`src/rtl/rp_config.svh`:
```
/* analog top configuration
   sample and bus widths, bus region map, register offsets and board id */

`ifndef RP_CONFIG_SVH
`define RP_CONFIG_SVH

// data path widths
`define RP_SAMPLE_W       14            // converter sample width
`define RP_ADC_PIN_W      16            // raw adc pin word, 2 lsbs unused
`define RP_DAC_ZERO_CODE  14'h1FFF      // offset code of sample zero
`define RP_LED_W          8

// system bus
`define RP_BUS_W          32
`define RP_REGION_MSB     22            // 1 MB regions
`define RP_REGION_LSB     20
`define RP_NUM_REGIONS    8
`define RP_REGION_HK      0             // housekeeping
`define RP_REGION_ROUTER  3             // dsp stand-in

// housekeeping offsets
`define RP_HK_ID          32'h7270_0114
`define RP_HK_ID_OFS      8'h00
`define RP_HK_LOOP_OFS    8'h04         // bit 0
`define RP_HK_LED_OFS     8'h08

// router offsets
`define RP_RT_SRC_A_OFS   8'h00
`define RP_RT_SRC_B_OFS   8'h04
`define RP_RT_DC_A_OFS    8'h08
`define RP_RT_DC_B_OFS    8'h0C

`endif
```
`src/rtl/rp_pkg.sv`:
```
/* analog top types
   vector types with a meaning on the bus and data path, router source enum */

`default_nettype none

`include "rp_config.svh"

package rp_pkg;

  // data path
  typedef logic signed [`RP_SAMPLE_W-1:0] sample_t;   // two's complement
  typedef logic        [`RP_SAMPLE_W-1:0] dac_code_t; // negative slope offset code
  typedef logic        [`RP_ADC_PIN_W-1:0] adc_pin_t; // raw pins

  // system bus
  typedef logic [`RP_BUS_W-1:0] bus_addr_t;
  typedef logic [`RP_BUS_W-1:0] bus_data_t;
  typedef logic [`RP_REGION_MSB-`RP_REGION_LSB:0] region_t;

  typedef logic [`RP_LED_W-1:0] led_t;

  // dac channel source select
  typedef enum logic [1:0] {
    src_off   = 2'd0,
    src_adc_a = 2'd1,
    src_adc_b = 2'd2,
    src_dc    = 2'd3
  } route_src_e;

endpackage

`default_nettype wire

```
`src/rtl/rp_analog_top.sv`:
```
/* analog board top level
   bus decoder, housekeeping, adc front end, signal router and dac back end */

`timescale 1ns/1ps
`default_nettype none

module rp_analog_top (
  input  wire                    adc_clk,
  input  wire                    rst_n_i,
  // converters
  input  wire rp_pkg::adc_pin_t  adc_dat_a_i,
  input  wire rp_pkg::adc_pin_t  adc_dat_b_i,
  output rp_pkg::dac_code_t      dac_dat_a_o,
  output rp_pkg::dac_code_t      dac_dat_b_o,
  output rp_pkg::led_t           led_o,
  // system bus
  input  wire rp_pkg::bus_addr_t sys_addr_i,
  input  wire rp_pkg::bus_data_t sys_wdata_i,
  input  wire                    sys_wen_i,
  input  wire                    sys_ren_i,
  output rp_pkg::bus_data_t      sys_rdata_o,
  output logic                   sys_ack_o,
  output logic                   sys_err_o
);

  ////////////////////////////////////////////////////////////////////////////
  // local wires
  ////////////////////////////////////////////////////////////////////////////

  logic              hk_wen;
  logic              hk_ren;
  rp_pkg::bus_data_t hk_rdata;
  logic              hk_ack;
  logic              hk_err;
  logic              rt_wen;
  logic              rt_ren;
  rp_pkg::bus_data_t rt_rdata;
  logic              rt_ack;
  logic              rt_err;

  logic              digital_loop;
  rp_pkg::sample_t   adc_a;           // front end to router
  rp_pkg::sample_t   adc_b;
  rp_pkg::sample_t   dac_a;           // router to back end and loopback
  rp_pkg::sample_t   dac_b;

  rp_bus_decoder i_dec (
    .sys_addr_i  (sys_addr_i ),
    .sys_wen_i   (sys_wen_i  ),
    .sys_ren_i   (sys_ren_i  ),
    .hk_wen_o    (hk_wen     ),
    .hk_ren_o    (hk_ren     ),
    .rt_wen_o    (rt_wen     ),
    .rt_ren_o    (rt_ren     ),
    .hk_rdata_i  (hk_rdata   ),
    .hk_ack_i    (hk_ack     ),
    .hk_err_i    (hk_err     ),
    .rt_rdata_i  (rt_rdata   ),
    .rt_ack_i    (rt_ack     ),
    .rt_err_i    (rt_err     ),
    .sys_rdata_o (sys_rdata_o),
    .sys_ack_o   (sys_ack_o  ),
    .sys_err_o   (sys_err_o  )
  );

  rp_housekeeping i_hk (
    .adc_clk        (adc_clk     ),
    .rst_n_i        (rst_n_i     ),
    .addr_i         (sys_addr_i  ),
    .wdata_i        (sys_wdata_i ),
    .wen_i          (hk_wen      ),
    .ren_i          (hk_ren      ),
    .rdata_o        (hk_rdata    ),
    .ack_o          (hk_ack      ),
    .err_o          (hk_err      ),
    .led_o          (led_o       ),
    .digital_loop_o (digital_loop)
  );

  rp_adc_frontend i_adc (
    .adc_clk        (adc_clk     ),
    .rst_n_i        (rst_n_i     ),
    .adc_dat_a_i    (adc_dat_a_i ),
    .adc_dat_b_i    (adc_dat_b_i ),
    .loop_a_i       (dac_a       ),
    .loop_b_i       (dac_b       ),
    .digital_loop_i (digital_loop),
    .adc_a_o        (adc_a       ),
    .adc_b_o        (adc_b       )
  );

  rp_signal_router i_rt (
    .adc_clk (adc_clk    ),
    .rst_n_i (rst_n_i    ),
    .addr_i  (sys_addr_i ),
    .wdata_i (sys_wdata_i),
    .wen_i   (rt_wen     ),
    .ren_i   (rt_ren     ),
    .rdata_o (rt_rdata   ),
    .ack_o   (rt_ack     ),
    .err_o   (rt_err     ),
    .adc_a_i (adc_a      ),
    .adc_b_i (adc_b      ),
    .out_a_o (dac_a      ),
    .out_b_o (dac_b      )
  );

  rp_dac_backend i_dac (
    .adc_clk     (adc_clk    ),
    .rst_n_i     (rst_n_i    ),
    .dac_a_i     (dac_a      ),
    .dac_b_i     (dac_b      ),
    .dac_dat_a_o (dac_dat_a_o),
    .dac_dat_b_o (dac_dat_b_o)
  );

endmodule

`default_nettype wire

```
`src/rtl/rp_dac_backend.sv`:
```
/* dac back end
   output registers with two's complement to offset code conversion */

`timescale 1ns/1ps
`default_nettype none

`include "rp_config.svh"

module rp_dac_backend (
  input  wire                  adc_clk,
  input  wire                  rst_n_i,
  input  wire rp_pkg::sample_t dac_a_i,
  input  wire rp_pkg::sample_t dac_b_i,
  output rp_pkg::dac_code_t    dac_dat_a_o,
  output rp_pkg::dac_code_t    dac_dat_b_o
);

  // signed to negative slope, msb kept
  always_ff @(posedge adc_clk or negedge rst_n_i)
  begin
    if (!rst_n_i)
    begin
      dac_dat_a_o <= `RP_DAC_ZERO_CODE;            // sample zero on the pins
      dac_dat_b_o <= `RP_DAC_ZERO_CODE;
    end
    else
    begin
      dac_dat_a_o <= {dac_a_i[`RP_SAMPLE_W-1], ~dac_a_i[`RP_SAMPLE_W-2:0]};
      dac_dat_b_o <= {dac_b_i[`RP_SAMPLE_W-1], ~dac_b_i[`RP_SAMPLE_W-2:0]};
    end
  end

endmodule

`default_nettype wire

```
`src/rtl/rp_signal_router.sv`:
```
/* signal router in region 3
   per dac channel source select and dc value, registered routing */

`timescale 1ns/1ps
`default_nettype none

`include "rp_config.svh"

module rp_signal_router (
  input  wire                    adc_clk,
  input  wire                    rst_n_i,
  // region bus
  input  wire rp_pkg::bus_addr_t addr_i,
  input  wire rp_pkg::bus_data_t wdata_i,
  input  wire                    wen_i,
  input  wire                    ren_i,
  output rp_pkg::bus_data_t      rdata_o,
  output logic                   ack_o,
  output logic                   err_o,
  // samples
  input  wire rp_pkg::sample_t   adc_a_i,
  input  wire rp_pkg::sample_t   adc_b_i,
  output rp_pkg::sample_t        out_a_o,
  output rp_pkg::sample_t        out_b_o
);

  rp_pkg::route_src_e src_a;
  rp_pkg::route_src_e src_b;
  rp_pkg::sample_t    dc_a;
  rp_pkg::sample_t    dc_b;
  logic [7:0]         ofs;
  logic               ofs_hit;

  // one channel's pick, zero when off
  function automatic rp_pkg::sample_t route_pick(input rp_pkg::route_src_e src,
                                                 input rp_pkg::sample_t    a,
                                                 input rp_pkg::sample_t    b,
                                                 input rp_pkg::sample_t    dc);
    case (src)
      rp_pkg::src_adc_a: route_pick = a;
      rp_pkg::src_adc_b: route_pick = b;
      rp_pkg::src_dc:    route_pick = dc;
      default:           route_pick = '0;
    endcase
  endfunction

  assign ofs     = addr_i[7:0];
  assign ofs_hit = (ofs == `RP_RT_SRC_A_OFS) | (ofs == `RP_RT_SRC_B_OFS)
                 | (ofs == `RP_RT_DC_A_OFS)  | (ofs == `RP_RT_DC_B_OFS);

  ////////////////////////////////////////////////////////////////////////////
  // registers and bus reply
  ////////////////////////////////////////////////////////////////////////////

  always_ff @(posedge adc_clk or negedge rst_n_i)
  begin
    if (!rst_n_i)
    begin
      src_a   <= rp_pkg::src_off;
      src_b   <= rp_pkg::src_off;
      dc_a    <= '0;
      dc_b    <= '0;
      ack_o   <= 1'b0;
      err_o   <= 1'b0;
      rdata_o <= '0;
    end
    else
    begin
      ack_o   <= wen_i | ren_i;
      err_o   <= (wen_i | ren_i) & ~ofs_hit;
      rdata_o <= '0;

      if (wen_i)
      begin
        case (ofs)
          `RP_RT_SRC_A_OFS: src_a <= rp_pkg::route_src_e'(wdata_i[1:0]);
          `RP_RT_SRC_B_OFS: src_b <= rp_pkg::route_src_e'(wdata_i[1:0]);
          `RP_RT_DC_A_OFS:  dc_a  <= wdata_i[`RP_SAMPLE_W-1:0];
          `RP_RT_DC_B_OFS:  dc_b  <= wdata_i[`RP_SAMPLE_W-1:0];
          default:          ;                         // unmapped, err only
        endcase
      end

      if (ren_i)
      begin
        case (ofs)                                    // dc reads sign extended
          `RP_RT_SRC_A_OFS: rdata_o <= {{(`RP_BUS_W-2){1'b0}}, src_a};
          `RP_RT_SRC_B_OFS: rdata_o <= {{(`RP_BUS_W-2){1'b0}}, src_b};
          `RP_RT_DC_A_OFS:  rdata_o <= {{(`RP_BUS_W-`RP_SAMPLE_W){dc_a[`RP_SAMPLE_W-1]}}, dc_a};
          `RP_RT_DC_B_OFS:  rdata_o <= {{(`RP_BUS_W-`RP_SAMPLE_W){dc_b[`RP_SAMPLE_W-1]}}, dc_b};
          default:          rdata_o <= '0;
        endcase
      end
    end
  end

  ////////////////////////////////////////////////////////////////////////////
  // routing stage
  ////////////////////////////////////////////////////////////////////////////

  always_ff @(posedge adc_clk or negedge rst_n_i)
  begin
    if (!rst_n_i)
    begin
      out_a_o <= '0;
      out_b_o <= '0;
    end
    else
    begin
      out_a_o <= route_pick(src_a, adc_a_i, adc_b_i, dc_a);
      out_b_o <= route_pick(src_b, adc_a_i, adc_b_i, dc_b);
    end
  end

endmodule

`default_nettype wire

```
`src/rtl/rp_adc_frontend.sv`:
```
/* adc front end
   pin registers, offset code to two's complement and loopback select */

`timescale 1ns/1ps
`default_nettype none

`include "rp_config.svh"

module rp_adc_frontend (
  input  wire                   adc_clk,
  input  wire                   rst_n_i,
  input  wire rp_pkg::adc_pin_t adc_dat_a_i,
  input  wire rp_pkg::adc_pin_t adc_dat_b_i,
  input  wire rp_pkg::sample_t  loop_a_i,      // dac-bound samples
  input  wire rp_pkg::sample_t  loop_b_i,
  input  wire                   digital_loop_i,
  output rp_pkg::sample_t       adc_a_o,
  output rp_pkg::sample_t       adc_b_o
);

  rp_pkg::dac_code_t adc_dat_a;
  rp_pkg::dac_code_t adc_dat_b;

  // io registers, lowest 2 pin bits dropped
  always_ff @(posedge adc_clk or negedge rst_n_i)
  begin
    if (!rst_n_i)
    begin
      adc_dat_a <= `RP_DAC_ZERO_CODE;              // mid scale
      adc_dat_b <= `RP_DAC_ZERO_CODE;
    end
    else
    begin
      adc_dat_a <= adc_dat_a_i[`RP_ADC_PIN_W-1 -: `RP_SAMPLE_W];
      adc_dat_b <= adc_dat_b_i[`RP_ADC_PIN_W-1 -: `RP_SAMPLE_W];
    end
  end

  // negative slope code, keep msb and flip the rest
  assign adc_a_o = digital_loop_i ? loop_a_i
                 : {adc_dat_a[`RP_SAMPLE_W-1], ~adc_dat_a[`RP_SAMPLE_W-2:0]};
  assign adc_b_o = digital_loop_i ? loop_b_i
                 : {adc_dat_b[`RP_SAMPLE_W-1], ~adc_dat_b[`RP_SAMPLE_W-2:0]};

endmodule

`default_nettype wire

```
`src/rtl/rp_housekeeping.sv`:
```
/* housekeeping registers in region 0
   read-only id, led register and digital loopback switch */

`timescale 1ns/1ps
`default_nettype none

`include "rp_config.svh"

module rp_housekeeping (
  input  wire                    adc_clk,
  input  wire                    rst_n_i,
  // region bus
  input  wire rp_pkg::bus_addr_t addr_i,
  input  wire rp_pkg::bus_data_t wdata_i,
  input  wire                    wen_i,
  input  wire                    ren_i,
  output rp_pkg::bus_data_t      rdata_o,
  output logic                   ack_o,
  output logic                   err_o,
  // config outputs
  output rp_pkg::led_t           led_o,
  output logic                   digital_loop_o
);

  logic [7:0] ofs;
  logic       ofs_hit;

  assign ofs = addr_i[7:0];                           // only low byte decoded

  assign ofs_hit = (ofs == `RP_HK_ID_OFS)
                 | (ofs == `RP_HK_LOOP_OFS)
                 | (ofs == `RP_HK_LED_OFS);

  always_ff @(posedge adc_clk or negedge rst_n_i)
  begin
    if (!rst_n_i)
    begin
      led_o          <= '0;
      digital_loop_o <= 1'b0;
      ack_o          <= 1'b0;
      err_o          <= 1'b0;
      rdata_o        <= '0;
    end
    else
    begin
      ack_o   <= wen_i | ren_i;                       // one cycle after strobe
      err_o   <= (wen_i | ren_i) & ~ofs_hit;
      rdata_o <= '0;

      if (wen_i)
      begin
        if (ofs == `RP_HK_LOOP_OFS) digital_loop_o <= wdata_i[0];
        if (ofs == `RP_HK_LED_OFS)  led_o          <= wdata_i[`RP_LED_W-1:0];
      end

      if (ren_i)
      begin
        case (ofs)
          `RP_HK_ID_OFS:   rdata_o <= `RP_HK_ID;
          `RP_HK_LOOP_OFS: rdata_o <= {{(`RP_BUS_W-1){1'b0}}, digital_loop_o};
          `RP_HK_LED_OFS:  rdata_o <= {{(`RP_BUS_W-`RP_LED_W){1'b0}}, led_o};
          default:         rdata_o <= '0;             // err flags this one
        endcase
      end
    end
  end

endmodule

`default_nettype wire

```
`src/rtl/rp_bus_decoder.sv`:
```
/* system bus decoder
   splits the bus into eight 1 MB regions and muxes the slave replies */

`timescale 1ns/1ps
`default_nettype none

`include "rp_config.svh"

module rp_bus_decoder (
  input  wire rp_pkg::bus_addr_t sys_addr_i,
  input  wire                    sys_wen_i,
  input  wire                    sys_ren_i,
  // strobes to live slaves
  output logic                   hk_wen_o,
  output logic                   hk_ren_o,
  output logic                   rt_wen_o,
  output logic                   rt_ren_o,
  // slave replies
  input  wire rp_pkg::bus_data_t hk_rdata_i,
  input  wire                    hk_ack_i,
  input  wire                    hk_err_i,
  input  wire rp_pkg::bus_data_t rt_rdata_i,
  input  wire                    rt_ack_i,
  input  wire                    rt_err_i,
  // back to master
  output rp_pkg::bus_data_t      sys_rdata_o,
  output logic                   sys_ack_o,
  output logic                   sys_err_o
);

  rp_pkg::region_t            region;
  logic [`RP_NUM_REGIONS-1:0] cs;       // one-hot region select
  logic                       cs_hk;
  logic                       cs_rt;
  logic                       cs_unused;
  logic                       strobe;

  assign region = sys_addr_i[`RP_REGION_MSB:`RP_REGION_LSB];
  assign cs     = {{(`RP_NUM_REGIONS-1){1'b0}}, 1'b1} << region;

  assign cs_hk     = cs[`RP_REGION_HK];
  assign cs_rt     = cs[`RP_REGION_ROUTER];
  assign cs_unused = ~(cs_hk | cs_rt);    // the other six regions
  assign strobe    = sys_wen_i | sys_ren_i;

  ////////////////////////////////////////////////////////////////////////////
  // strobe gating
  ////////////////////////////////////////////////////////////////////////////

  assign hk_wen_o = sys_wen_i & cs_hk;
  assign hk_ren_o = sys_ren_i & cs_hk;
  assign rt_wen_o = sys_wen_i & cs_rt;
  assign rt_ren_o = sys_ren_i & cs_rt;

  ////////////////////////////////////////////////////////////////////////////
  // reply mux
  ////////////////////////////////////////////////////////////////////////////

  // unused regions read as zero
  assign sys_rdata_o = ({`RP_BUS_W{cs_hk}} & hk_rdata_i)
                     | ({`RP_BUS_W{cs_rt}} & rt_rdata_i);

  assign sys_ack_o = (cs_hk & hk_ack_i)
                   | (cs_rt & rt_ack_i)
                   | (cs_unused & strobe);  // immediate ack, same cycle as strobe

  assign sys_err_o = (cs_hk & hk_err_i) | (cs_rt & rt_err_i);

endmodule

`default_nettype wire

```
`config.mk`:
```
export PLATFORM = sky130hd
export DESIGN_NAME = rp_analog_top
export DESIGN_NICKNAME = d
export VERILOG_FILES = /design/src/rtl/rp_pkg.sv /design/src/rtl/rp_analog_top.sv /design/src/rtl/rp_dac_backend.sv /design/src/rtl/rp_signal_router.sv /design/src/rtl/rp_adc_frontend.sv /design/src/rtl/rp_housekeeping.sv /design/src/rtl/rp_bus_decoder.sv
export VERILOG_INCLUDE_DIRS = /design/src /design/src/rtl
export SDC_FILE = /design/constraint.sdc
export NUM_CORES = 1
export LEC_CHECK = 0
export ABC_CLOCK_PERIOD_IN_PS = 2250
export BUFFER_PORTS_ARGS = -buffer_cell sky130_fd_sc_hd__buf_2
export CORE_MARGIN = 4
export CORE_UTILIZATION = 52
export CTS_CLUSTER_SIZE = 14
export DETAILED_ROUTE_END_ITERATION = 16
export HOLD_SLACK_MARGIN = 0.03
export PLACE_DENSITY_LB_ADDON = 0.25
export SLEW_MARGIN = 20
export SYNTH_ARGS = -nofsm -noshare
export SYNTH_HDL_FRONTEND = slang
export SYNTH_SLANG_ARGS = --single-unit
```
`constraint.sdc`:
```
create_clock -name adc_clk -period 2.25 [get_ports adc_clk]
set_input_delay 0.45 -clock adc_clk [delete_from_list [all_inputs] [get_ports adc_clk]]
set_output_delay 0.45 -clock adc_clk [all_outputs]
set_load 0.01 [all_outputs]
```
# --- Word level (Yosys, flattened, before mapping) ---
# Cells that the tools add are included.
totals:
  register_bits: 193
  word_cells: 74
  input_bits: 100
  output_inout_bits: 70
op_classes:
  mux: 8
  n_eq_ne: 9
  bitwise_logic: 31
  n_reduce_logical: 7
  shift: 1
ops:
  columns: ["cell", "n"]
  rows:
  - ["one-hot mux 32 bit (4 select lines)", 1]
  - ["one-hot mux 31 bit (3 select lines)", 1]
  - ["one-hot mux 14 bit (3 select lines)", 2]
  - ["AND 32 bit", 2]
  - ["two-way mux 32 bit", 2]
  - ["NOT 13 bit", 4]
  - ["bitwise OR 32 bit", 1]
  - ["two-way mux 14 bit", 2]
  - ["equality test 8 x 4 -> 1 bit (second input constant)", 2]
  - ["AND reduction 2 bit", 6]
  - ["AND 1 bit", 11]
  - ["bitwise OR 1 bit", 10]
  - ["equality test 2 bit (second input constant)", 4]
  - ["equality test 8 x 3 -> 1 bit (second input constant)", 1]
  - ["logical NOT 8 bit", 1]
  - ["equality test 2 x 1 -> 1 bit (second input constant)", 2]
  - ["left shift 1 x 3 -> 4 bit (first input constant)", 1]
  - ["NOT 1 bit", 3]

# --- Logic depth before layout (Yosys ltp) ---
# Gate-level depths: netlist (run 1).
logic_depth:
  word_depth: 6
  ltp_mapped: 6
  mapped_depth_nobuf: 3

# --- Cells and area by module ---
# From an unflattened synthesis (run 1), not the netlist that was laid out.
unflattened:
  hier_cells: 519
  area_unflattened_um2: 6804.0
by_module_without_submodules:
  columns: ["module", "instances", "cells_each", "area_per_inst_um2", "seq_area_each_um2"]
  rows:
  - ["rp_signal_router", 1, 240, 3418.3, 1901.8]
  - ["rp_adc_frontend", 1, 88, 1133.6, 733.2]
  - ["rp_housekeeping", 1, 83, 950.9, 500.5]
  - ["rp_dac_backend", 1, 54, 830.8, 733.2]
  - ["rp_bus_decoder", 1, 54, 470.5, 0.0]

# --- Least setup slack after synthesis (run 1) ---
# Ideal clock, no wire load.
synth_path:
  path_kind: "in2reg"
  start: "in sys_addr_i[1]"
  end: "reg i_rt.dc_a[10]"
  setup_slack_ps: -51
  cell_stages: 6
  path_buffers: 3
  setup_time_ps: 125
  arrival_time_ps: 2176
  path_cell_list: "or4_4 > buf_6 > or4_4 > buf_6 > buf_8 > mux2_4"
synth_between:
  elab_chain_len: 2
synth_lines:
  columns: ["item", "line_no", "text"]
  rows:
  - ["start: declaration", "rp_analog_top.sv:17", "input wire rp_pkg::bus_addr_t sys_addr_i,"]
  - ["equality test 8 x 4 -> 1 bit", "rp_signal_router.sv:75", "case (ofs)"]
  - ["AND reduction 2 bit (no line)", null, null]
  - ["end signal: assignment", "rp_signal_router.sv:78", "`RP_RT_DC_A_OFS: dc_a <= wdata_i[`RP_SAMPLE_W-1:0];"]
  - ["end: declaration", "rp_signal_router.sv:29", "rp_pkg::sample_t dc_a;"]
# No other way between the ends.
# A chain may end at the register's enable or synchronous reset.

# --- Worst setup path after layout (run 1) ---
layout_path:
  start: "in sys_addr_i[22]"
  end: "out sys_rdata_o[29]"
layout_between:
  elab_chain_len: 3
  word_cells_on_any_way: 4
  cone_classes: "shift: 1; bitwise: 3"
layout_lines:
  columns: ["item", "line_no", "text"]
  rows:
  - ["left shift 1 x 3 -> 4 bit *", "rp_bus_decoder.sv:39", "assign cs = {{(`RP_NUM_REGIONS-1){1'b0}}, 1'b1} << region;"]
  - ["AND 32 bit, on equally long branches", "rp_bus_decoder.sv:60, rp_bus_decoder.sv:61", null]
  - ["bitwise OR 32 bit *", "rp_bus_decoder.sv:60", "assign sys_rdata_o = ({`RP_BUS_W{cs_hk}} & hk_rdata_i)"]
  - ["end: declaration", "rp_analog_top.sv:21", "output rp_pkg::bus_data_t sys_rdata_o,"]
# Every way passes the cells marked *; elsewhere a longest branch is shown, timed or not.

==> results of run 1 <==
cell type report:
class | instances | area share (%)
inverter | 28 | 1.37
clock inverter | 12 | 1.34
sequential | 152 | 50.4
timing repair buffer | 149 | 11.2
tap | 143 | 2.33
multi-input combinational | 264 | 26.9
clock buffer | 20 | 6.38
critical path: cells and delay by family:
kind	cells	cell delay, ps
AO/OA/AOI/OAI	1	170
AND/OR/NAND/NOR	2	630
buffers and inverters	2	290
cell usage after synthesis (2+ instances only):
cell type	count	area (um2)
mux2_4	10	150
o211ai_1	2	15.0
o21ai_0	16	80.1
nor2_1	18	67.6
buf_6	2	22.5
or3_1	2	12.5
nand3_1	2	10.0
mux2_1	2	22.5
o311ai_0	14	123
a21oi_1	8	40.0
dfrtp_1	100	2500
nand3b_1	5	37.5
mux4_2	2	45.0
nand2_1	14	52.6
a22o_1	10	87.6
and2_1	17	106
dfstp_2	52	1370
or2_2	2	12.5
o2bb2ai_1	12	105
buf_1	6	22.5
inv_1	28	105
nor2b_1	12	75.1
or4_1	2	15.0
mux2i_1	13	130
nor4_1	4	25.0
or4_4	2	22.5
nand2b_1	19	119
nor3_1	15	75.1
mux2_2	37	417
or4b_2	2	20.0
buf_4	17	128
nor3b_1	2	15.0
clkbuf_1	19	71.3
o31ai_1	12	90.1
power breakdown:
part | internal, mW | leakage, nW | total (mW) | switching, mW
logic | 0.103 | 1.37 | 0.260 | 0.156
clock network | 1.61 | 0.297 | 2.78 | 1.18
registers | 2.80 | 1.94 | 2.82 | 0.0200
cells by family after synthesis:
kind of cell	count (synthesis)	synth area share [%]
multiplexers	64	12.1
flip-flops	152	61.5
buffers and inverters	74	5.86
AND/OR/NAND/NOR	122	11.4
AO/OA/AOI/OAI	78	9.13
metal layers:
layer | share of wire (%) | GRT usage [%] | wire (um) | vias up
met1 | 42 | 25.9 | 5910 | 2131
met5 | 0 | 0 | 0 | -
li1 | - | - | - | 1953
met2 | 51 | 35.7 | 7170 | 100
met3 | 4.3 | 6.30 | 601 | 24
met4 | 1.9 | 8.28 | 260 | 0
metrics by stage:
step                      hold slack [ps]  instances  utilization, %  setup WS (ps)  cell area, um2
after floorplan                       154        490               -           39.2            6300
after global placement                347        735            60.9           14.6            7070
after detailed placement              355        735            60.9           6.87            7070
after CTS                             105        768            66.1            261            7670
after global routing                 93.0        768            66.1            163            7670
final                                 117        768            66.1            272            7670
what timing repair did:
| item | in CTS | in global routing |
|---|---|---|
| hold buffers | 1 | 0 |
| endpoints found under the hold margin | 28 | 0 |
| resized for setup | 0 | 0 |
| setup buffers | 0 | 0 |
registers in the layout (all words and copies together) (netlist names), 8 cells and up:
register           cells
i_dac.dac_dat_a_o     14
i_hk.led_o             8
i_rt.out_b_o          14
i_rt.out_a_o          14
i_rt.dc_a             14
i_dac.dac_dat_b_o     14
i_adc.adc_dat_b       14
i_adc.adc_dat_a       14
i_hk.rdata_o           9
i_rt.dc_b             14
i_rt.rdata_o          14
path summary, 6_finish.rpt:
check	startpoint	end	slack (ps)
max in group asynchronous	rst_n_i	i_adc.adc_dat_a[4]	1140
max reg2reg	i_rt.src_b[0]	i_rt.out_b_o[10]	480
min	adc_dat_b_i[12]	i_adc.adc_dat_b[10]	120
min in group asynchronous	rst_n_i	i_hk.led_o[7]	490
max	sys_addr_i[22]	sys_rdata_o[29]	270
min reg2reg	i_rt.out_b_o[6]	i_dac.dac_dat_b_o[6]	360
==> metrics.csv, run 1 <==
metric,value,unit
largest net degree at the start of global routing,53,
clock skew,10.3,ps
RSZ-0062 raised after global routing,no,
area of the mapped netlist,6290,um2
Fill cells,885,
total track usage,21.3,%
GR Overflow Total,0,
H-tree level count,4,
Max Fanout on Critical Path,9,
area of the multi-input gates,2060,um2
"EDFF count, synth",0,
# clock sinks,152,
PwrDens,764,nW/um2
fmax,506,MHz
FF/Latch Area,3870,um2
DP Wirelength,9580,um
Slew Limit Fails,0,
mean post-synth cell area,12.8,um2
Synth Warn #,0,
Max clock buf depth,2,
critical path required time,1800,ps
Routed WL,13900,um
critical path startpoint category,input pin,
Synth cell types,44,
Die Ht,118,um
sequential cell area fraction in the yosys report,61.5,%
I/O pin count,170,
Min-Delay Path Depth,1,
relative slew slack,53.1,%
Synth-to-Final Area Change,21.9,%
Final Setup Violations,0,
total CTS buffers,17,
Hold Path Class,input pin to flop,
PnR Total Power,5.86,mW
ys async rst share,100,%
layout cells sized above 1,46.4,%
Worst Tran Pin Value,704,ps
Worst IR Drop VDD,0.573,mV
"Reg clk slew, reported paths",70,ps
Die ar.,13900,um2
"commonest non-fill, non-tap cell in the layout",buf_2,
Clock Latency Late Sink,420,ps
port buffer count,126,
vias per inst,5.48,
ANT cells,0,
Mapped Nets,590,
DR pass1 iterations,4,
DR vias,4208,
kind of critical path,input pin to output pin,
R2R depth,2,
CTS tree,done,
drt first-iter violations,252,
CTS Root Cell,clkbuf_16,
Die W,118,um
number of nets in the layout,712,
P_leak,3.61,nW
row cnt,39,
Starting Density,54.2,%
most frequent CP cell,buf_2,
vias in the first global route,4634,
core area,11600,um2
run status,completed,
Worst path max stage delay,410,ps
fin crit period,1980,ps
GP Congestion,0.867,
synthesis-stage register bit count,152,
crit path cell chain,"buf_2, and3b_1, and2_1, a21o_1, buf_2",
Slowest cell on crit path,and3b_1,
DRC viols,0,
Tcrit/Tclk final,87.9,%
Avg WL per Cell,18.1,um
initial antenna violation count,0,
setup TNS,0,ps
global-route wire length before repair,23300,um
"Top FF cell, synth",dfrtp_1,
CP endpoint kind,output pin,
CP arrival,1530,ps
"Hold Vio Cnt, Final",0,
max-cap check violation count,0,
Mapped Cells,490,
DRT antenna net count,0,
most frequent cells in the layout,"buf_2, dfrtp_1, dfstp_2",
Note: power is estimated with default switching activity, not from simulation.
==> run 2: changes to the inputs <==
--- a/config.mk
+++ b/config.mk
@@ -9,7 +9,7 @@
 export ABC_CLOCK_PERIOD_IN_PS = 2250
 export BUFFER_PORTS_ARGS = -buffer_cell sky130_fd_sc_hd__buf_2
 export CORE_MARGIN = 4
-export CORE_UTILIZATION = 52
+export CORE_UTILIZATION = 35
 export CTS_CLUSTER_SIZE = 14
 export DETAILED_ROUTE_END_ITERATION = 16
 export HOLD_SLACK_MARGIN = 0.03
==> metrics.csv, run 2 (same netlist as run 1, synthesis figures left out) <==
metric,value,unit,change
RSZ-0062 raised after global routing,no,,
I/O pin count,170,,unchanged
most frequent CP cell,buf_2,,
kind of critical path,input pin to output pin,,
CP arrival,1520,ps,about the same
max-cap check violation count,0,,unchanged
Die Ht,142,um,+20%
GR Overflow Total,0,,unchanged
total CTS buffers,17,,unchanged
DR vias,4239,,+0.74%
fin crit period,1970,ps,-12.9 ps
Die ar.,20200,um2,+45%
Worst IR Drop VDD,0.524,mV,-8.6%
DRC viols,0,,unchanged
vias per inst,4.97,,-9.3%
P_leak,3.61,nW,about the same
critical path startpoint category,input pin,,
"commonest non-fill, non-tap cell in the layout",buf_2,,
GP Congestion,0.782,,-9.8%
total track usage,15.9,%,-5.4 points
"Hold Vio Cnt, Final",0,,unchanged
most frequent cells in the layout,"buf_2, dfrtp_1, dfstp_2",,
crit path cell chain,"buf_2, and3b_1, and2_1, a21o_1, buf_2",,
Max Fanout on Critical Path,8,,-1
row cnt,48,,+23%
DR pass1 iterations,4,,unchanged
Die W,142,um,+20%
DRT antenna net count,0,,unchanged
setup TNS,0,ps,unchanged
Hold Path Class,input pin to flop,,
Routed WL,15300,um,+9.9%
PwrDens,747,nW/um2,-2.3%
Slew Limit Fails,0,,unchanged
post-route cell area,7780,um2,+1.4%
postcts setup bufs,0,,unchanged
drt first-iter violations,251,,-0.40%
H-tree level count,4,,unchanged
PnR Total Power,5.81,mW,-0.88%
critical path required time,1800,ps,about the same
# clock sinks,152,,unchanged
fmax,509,MHz,+0.66%
layout cells sized above 1,46.5,%,+0.097 points
Worst path max stage delay,380,ps,-30 ps
ANT cells,0,,unchanged
run status,completed,,
Avg WL per Cell,18.0,um,-1.0%
Max clock buf depth,2,,unchanged
Tcrit/Tclk final,87.3,%,-0.57 points
Final Setup Violations,0,,unchanged
vias in the first global route,4673,,+0.84%
Starting Density,36.0,%,-18 points
post_cts resized,0,,unchanged
initial antenna violation count,2,,+2
"Reg clk slew, reported paths",60,ps,about the same
number of nets in the layout,715,,+0.42%
Slowest cell on crit path,and3b_1,,
Clock Latency Late Sink,420,ps,about the same
core area,17500,um2,+50%
CP endpoint kind,output pin,,
relative slew slack,52.4,%,-0.61 points
largest net degree at the start of global routing,57,,+7.5%
Synth-to-Final Area Change,23.6,%,
global-route wire length before repair,24800,um,+6.4%
Worst Tran Pin Value,713,ps,+9.11 ps
CTS tree,done,,
clock skew,6.69,ps,-3.59 ps
CTS Root Cell,clkbuf_16,,
Post-CTS Hold Buffers,1,,unchanged
port buffer count,126,,unchanged
DP Area,7190,um2,+1.8%
DP Wirelength,11000,um,+15%
-- run 2: cell count changes in the layout (fill, tap and decap cells not counted), sizes merged --
cell	delta
buf	+3
bufinv	+1
clkbuf	+1
clkinv	+2
clkinvlp	+2
inv	-6
-- run 2: critical path: cells and delay by family --
kind	cells	cell delay, ps
buffers and inverters	2	280
AND/OR/NAND/NOR	2	600
AO/OA/AOI/OAI	1	180
-- run 2: routing by layer --
metal / track usage (%) / up-vias / share of wire (%)
li1: - / 1945 / -
met3: 5.48 / 17 / 5.5
met4: 4.44 / 4 / 0.95
met5: 0 / - / 0.14
met2: 25.9 / 93 / 50
met1: 20.2 / 2180 / 43
-- run 2: where the power goes --
part	leakage [nW]	total, mW	switching (mW)	internal (mW)
combinational	1.39	0.266	0.161	0.105
sequential	1.94	2.82	0.0194	2.80
clock	0.285	2.72	1.08	1.64
-- run 2: final cells by class --
| cell class | instances | area [um2] |
|---|---|---|
| fillers | 1643 | 9700 |
| flip-flops and latches | 152 | 3870 |
| multi-input cells | 264 | 2060 |
| repair buffers | 152 | 885 |
| clock buffers | 21 | 482 |
| well taps | 225 | 282 |
| inverters | 28 | 105 |
| clock inverters | 11 | 95.1 |
-- run 2: metrics by stage --
stage | utilization [%] | worst slack (ps) | hold slack (ps) | instances
finish | 44.5 | 285 | 126 | 853
global route | 44.5 | 221 | 94.5 | 853
CTS | 44.5 | 295 | 108 | 853
detailed placement | 41.2 | -43.7 | 355 | 820
global placement | 41.2 | -30.6 | 349 | 820
floorplan | - | 39.2 | 154 | 490
-- run 2: final timing paths --
kind / from / endpoint / slack, ps / cells past startpoint
max reg2reg: i_rt.src_a[0] / i_rt.out_a_o[1] / 560 / 2
min reg2reg: i_rt.out_b_o[12] / i_dac.dac_dat_b_o[12] / 360 / 1
min: adc_dat_b_i[12] / i_adc.adc_dat_b[10] / 130 / 1
min in group asynchronous: rst_n_i / i_hk.led_o[6] / 560 / 2
max: sys_addr_i[22] / sys_rdata_o[28] / 280 / 5
max in group asynchronous: rst_n_i / i_adc.adc_dat_b[2] / 1020 / 3
==> run 3: changes to the inputs <==
--- a/config.mk
+++ b/config.mk
@@ -8,6 +8,7 @@
 export LEC_CHECK = 0
 export ABC_CLOCK_PERIOD_IN_PS = 2250
 export BUFFER_PORTS_ARGS = -buffer_cell sky130_fd_sc_hd__buf_2
+export CORE_ASPECT_RATIO = 1.4
 export CORE_MARGIN = 4
 export CORE_UTILIZATION = 35
 export CTS_CLUSTER_SIZE = 14
==> metrics.csv, run 3 (same netlist as run 1, synthesis figures left out) <==
metric,value,unit,change
core area,17500,um2,+0.39%
relative slew slack,40.5,%,-12 points
DR pass1 iterations,4,,unchanged
DP Area,7170,um2,-0.30%
Min-Delay Path Depth,1,,unchanged
P_leak,3.63,nW,+0.56%
"commonest non-fill, non-tap cell in the layout",buf_2,,
Hold Path Class,input pin to flop,,
post-route cell area,7830,um2,+0.68%
layout cells sized above 1,46.1,%,-0.42 points
hold_ws,127,ps,+1.21 ps
run status,completed,,
most frequent cells in the layout,"buf_2, dfrtp_1, dfstp_2",,
crit path cell chain,"buf_2, and3b_1, and2_1, a21o_1, buf_2",,
Die Ht,167,um,+17%
I/O pin count,170,,unchanged
Worst path max stage delay,390,ps,about the same
R2R depth,3,,+1
Max Fanout on Critical Path,13,,+5
Worst IR Drop VDD,0.406,mV,-23%
setup TNS,0,ps,unchanged
CTS Root Cell,clkbuf_16,,
most frequent CP cell,buf_2,,
CP endpoint kind,output pin,,
kind of critical path,input pin to output pin,,
Avg WL per Cell,16.6,um,-7.7%
critical path required time,1800,ps,about the same
critical path startpoint category,input pin,,
DR vias,4093,,-3.4%
total CTS buffers,17,,unchanged
reg2reg setup slack,320,ps,-240 ps
DRC viols,0,,unchanged
Die W,121,um,-15%
PnR Total Power,6.05,mW,+4.0%
largest net degree at the start of global routing,79,,+39%
Routed WL,14300,um,-6.7%
vias per inst,4.75,,-4.5%
Final Setup Violations,0,,unchanged
Max clock buf depth,2,,unchanged
GR Overflow Total,0,,unchanged
RSZ-0062 raised after global routing,no,,
"Hold Vio Cnt, Final",0,,unchanged
Worst Tran Pin Value,892,ps,+179 ps
drt first-iter violations,165,,-34%
port buffer count,126,,unchanged
Slew Limit Fails,0,,unchanged
fin crit period,2110,ps,+148 ps
PwrDens,772,nW/um2,+3.3%
Tcrit/Tclk final,93.9,%,+6.6 points
global-route wire length before repair,23700,um,-4.6%
Die ar.,20200,um2,+0.15%
initial antenna violation count,1,,-1
# clock sinks,152,,unchanged
H-tree level count,4,,unchanged
GP Congestion,0.844,,+7.9%
clock skew,7.03,ps,+0.337 ps
Starting Density,35.9,%,-0.14 points
Clock Latency Late Sink,420,ps,about the same
Synth-to-Final Area Change,24.5,%,
DRT antenna net count,0,,unchanged
fmax,473,MHz,-7.0%
CP arrival,1660,ps,+140 ps
crit-path leading delay family,simple AND/OR/NAND/NOR gates,,
max-cap check violation count,0,,unchanged
Crit. path cell count,5,,unchanged
Slowest cell on crit path,and2_1,,
DP Wirelength,10500,um,-3.9%
number of nets in the layout,712,,-0.42%
total track usage,14.8,%,-1.0 points
CTS tree,done,,
row cnt,57,,+19%
vias in the first global route,4517,,-3.3%
CP bufs+invs,2,,unchanged
"Reg clk slew, reported paths",60,ps,about the same
## run 3: final cells by class
cell class / count / area [um2]
Antenna cell: 1 / 2.50
Clock buffer: 27 / 611
Clock inverter: 5 / 37.5
Fill cell: 1701 / 9710
Inverter: 28 / 105
Multi-Input combinational cell: 264 / 2060
Sequential cell: 152 / 3870
Tap cell: 236 / 295
Timing Repair Buffer: 149 / 850
## run 3: stage by stage
step	setup slack, ps	utilization, %	std cells
detailed placement	-9.66	40.9	828
CTS	109	44.6	861
finish	137	44.7	862
global route	6.82	44.6	861
floorplan	39.2	-	490
global placement	2.17	40.9	828
## run 3: final timing paths
kind	startpoint	end
worst max-delay path	sys_addr_i[22]	sys_rdata_o[29]
worst min-delay path	adc_dat_a_i[5]	i_adc.adc_dat_a[3]
worst max register to register	i_hk.digital_loop_o	i_rt.out_a_o[7]
worst min register to register	i_rt.out_b_o[6]	i_dac.dac_dat_b_o[6]
max in group asynchronous	rst_n_i	i_dac.dac_dat_b_o[8]
min in group asynchronous	rst_n_i	i_hk.led_o[6]
## run 3: report_power, final
group / internal (mW) / switching, mW
clock: 1.88 / 1.09
sequential: 2.80 / 0.0190
combinational: 0.103 / 0.158
total: 4.78 / 1.27
## run 3: routing by layer
layer	up-vias	part of all wire [%]	wire length [um]	global-route usage [%]
met5	-	0.049	7	0
met4	2	1.7	250	5.51
met3	18	5.1	730	4.34
met2	107	50	7100	24.6
met1	2031	43	6200	18.2
li1	1935	-	-	-
## run 3: repair_timing
item                                    in CTS  in global routing
hold buffers                                 1                  0
endpoints found under the setup margin       0                  0
buffers inserted                             0                  0
endpoints found under the hold margin        4                  0
gates resized for setup                      0                  0
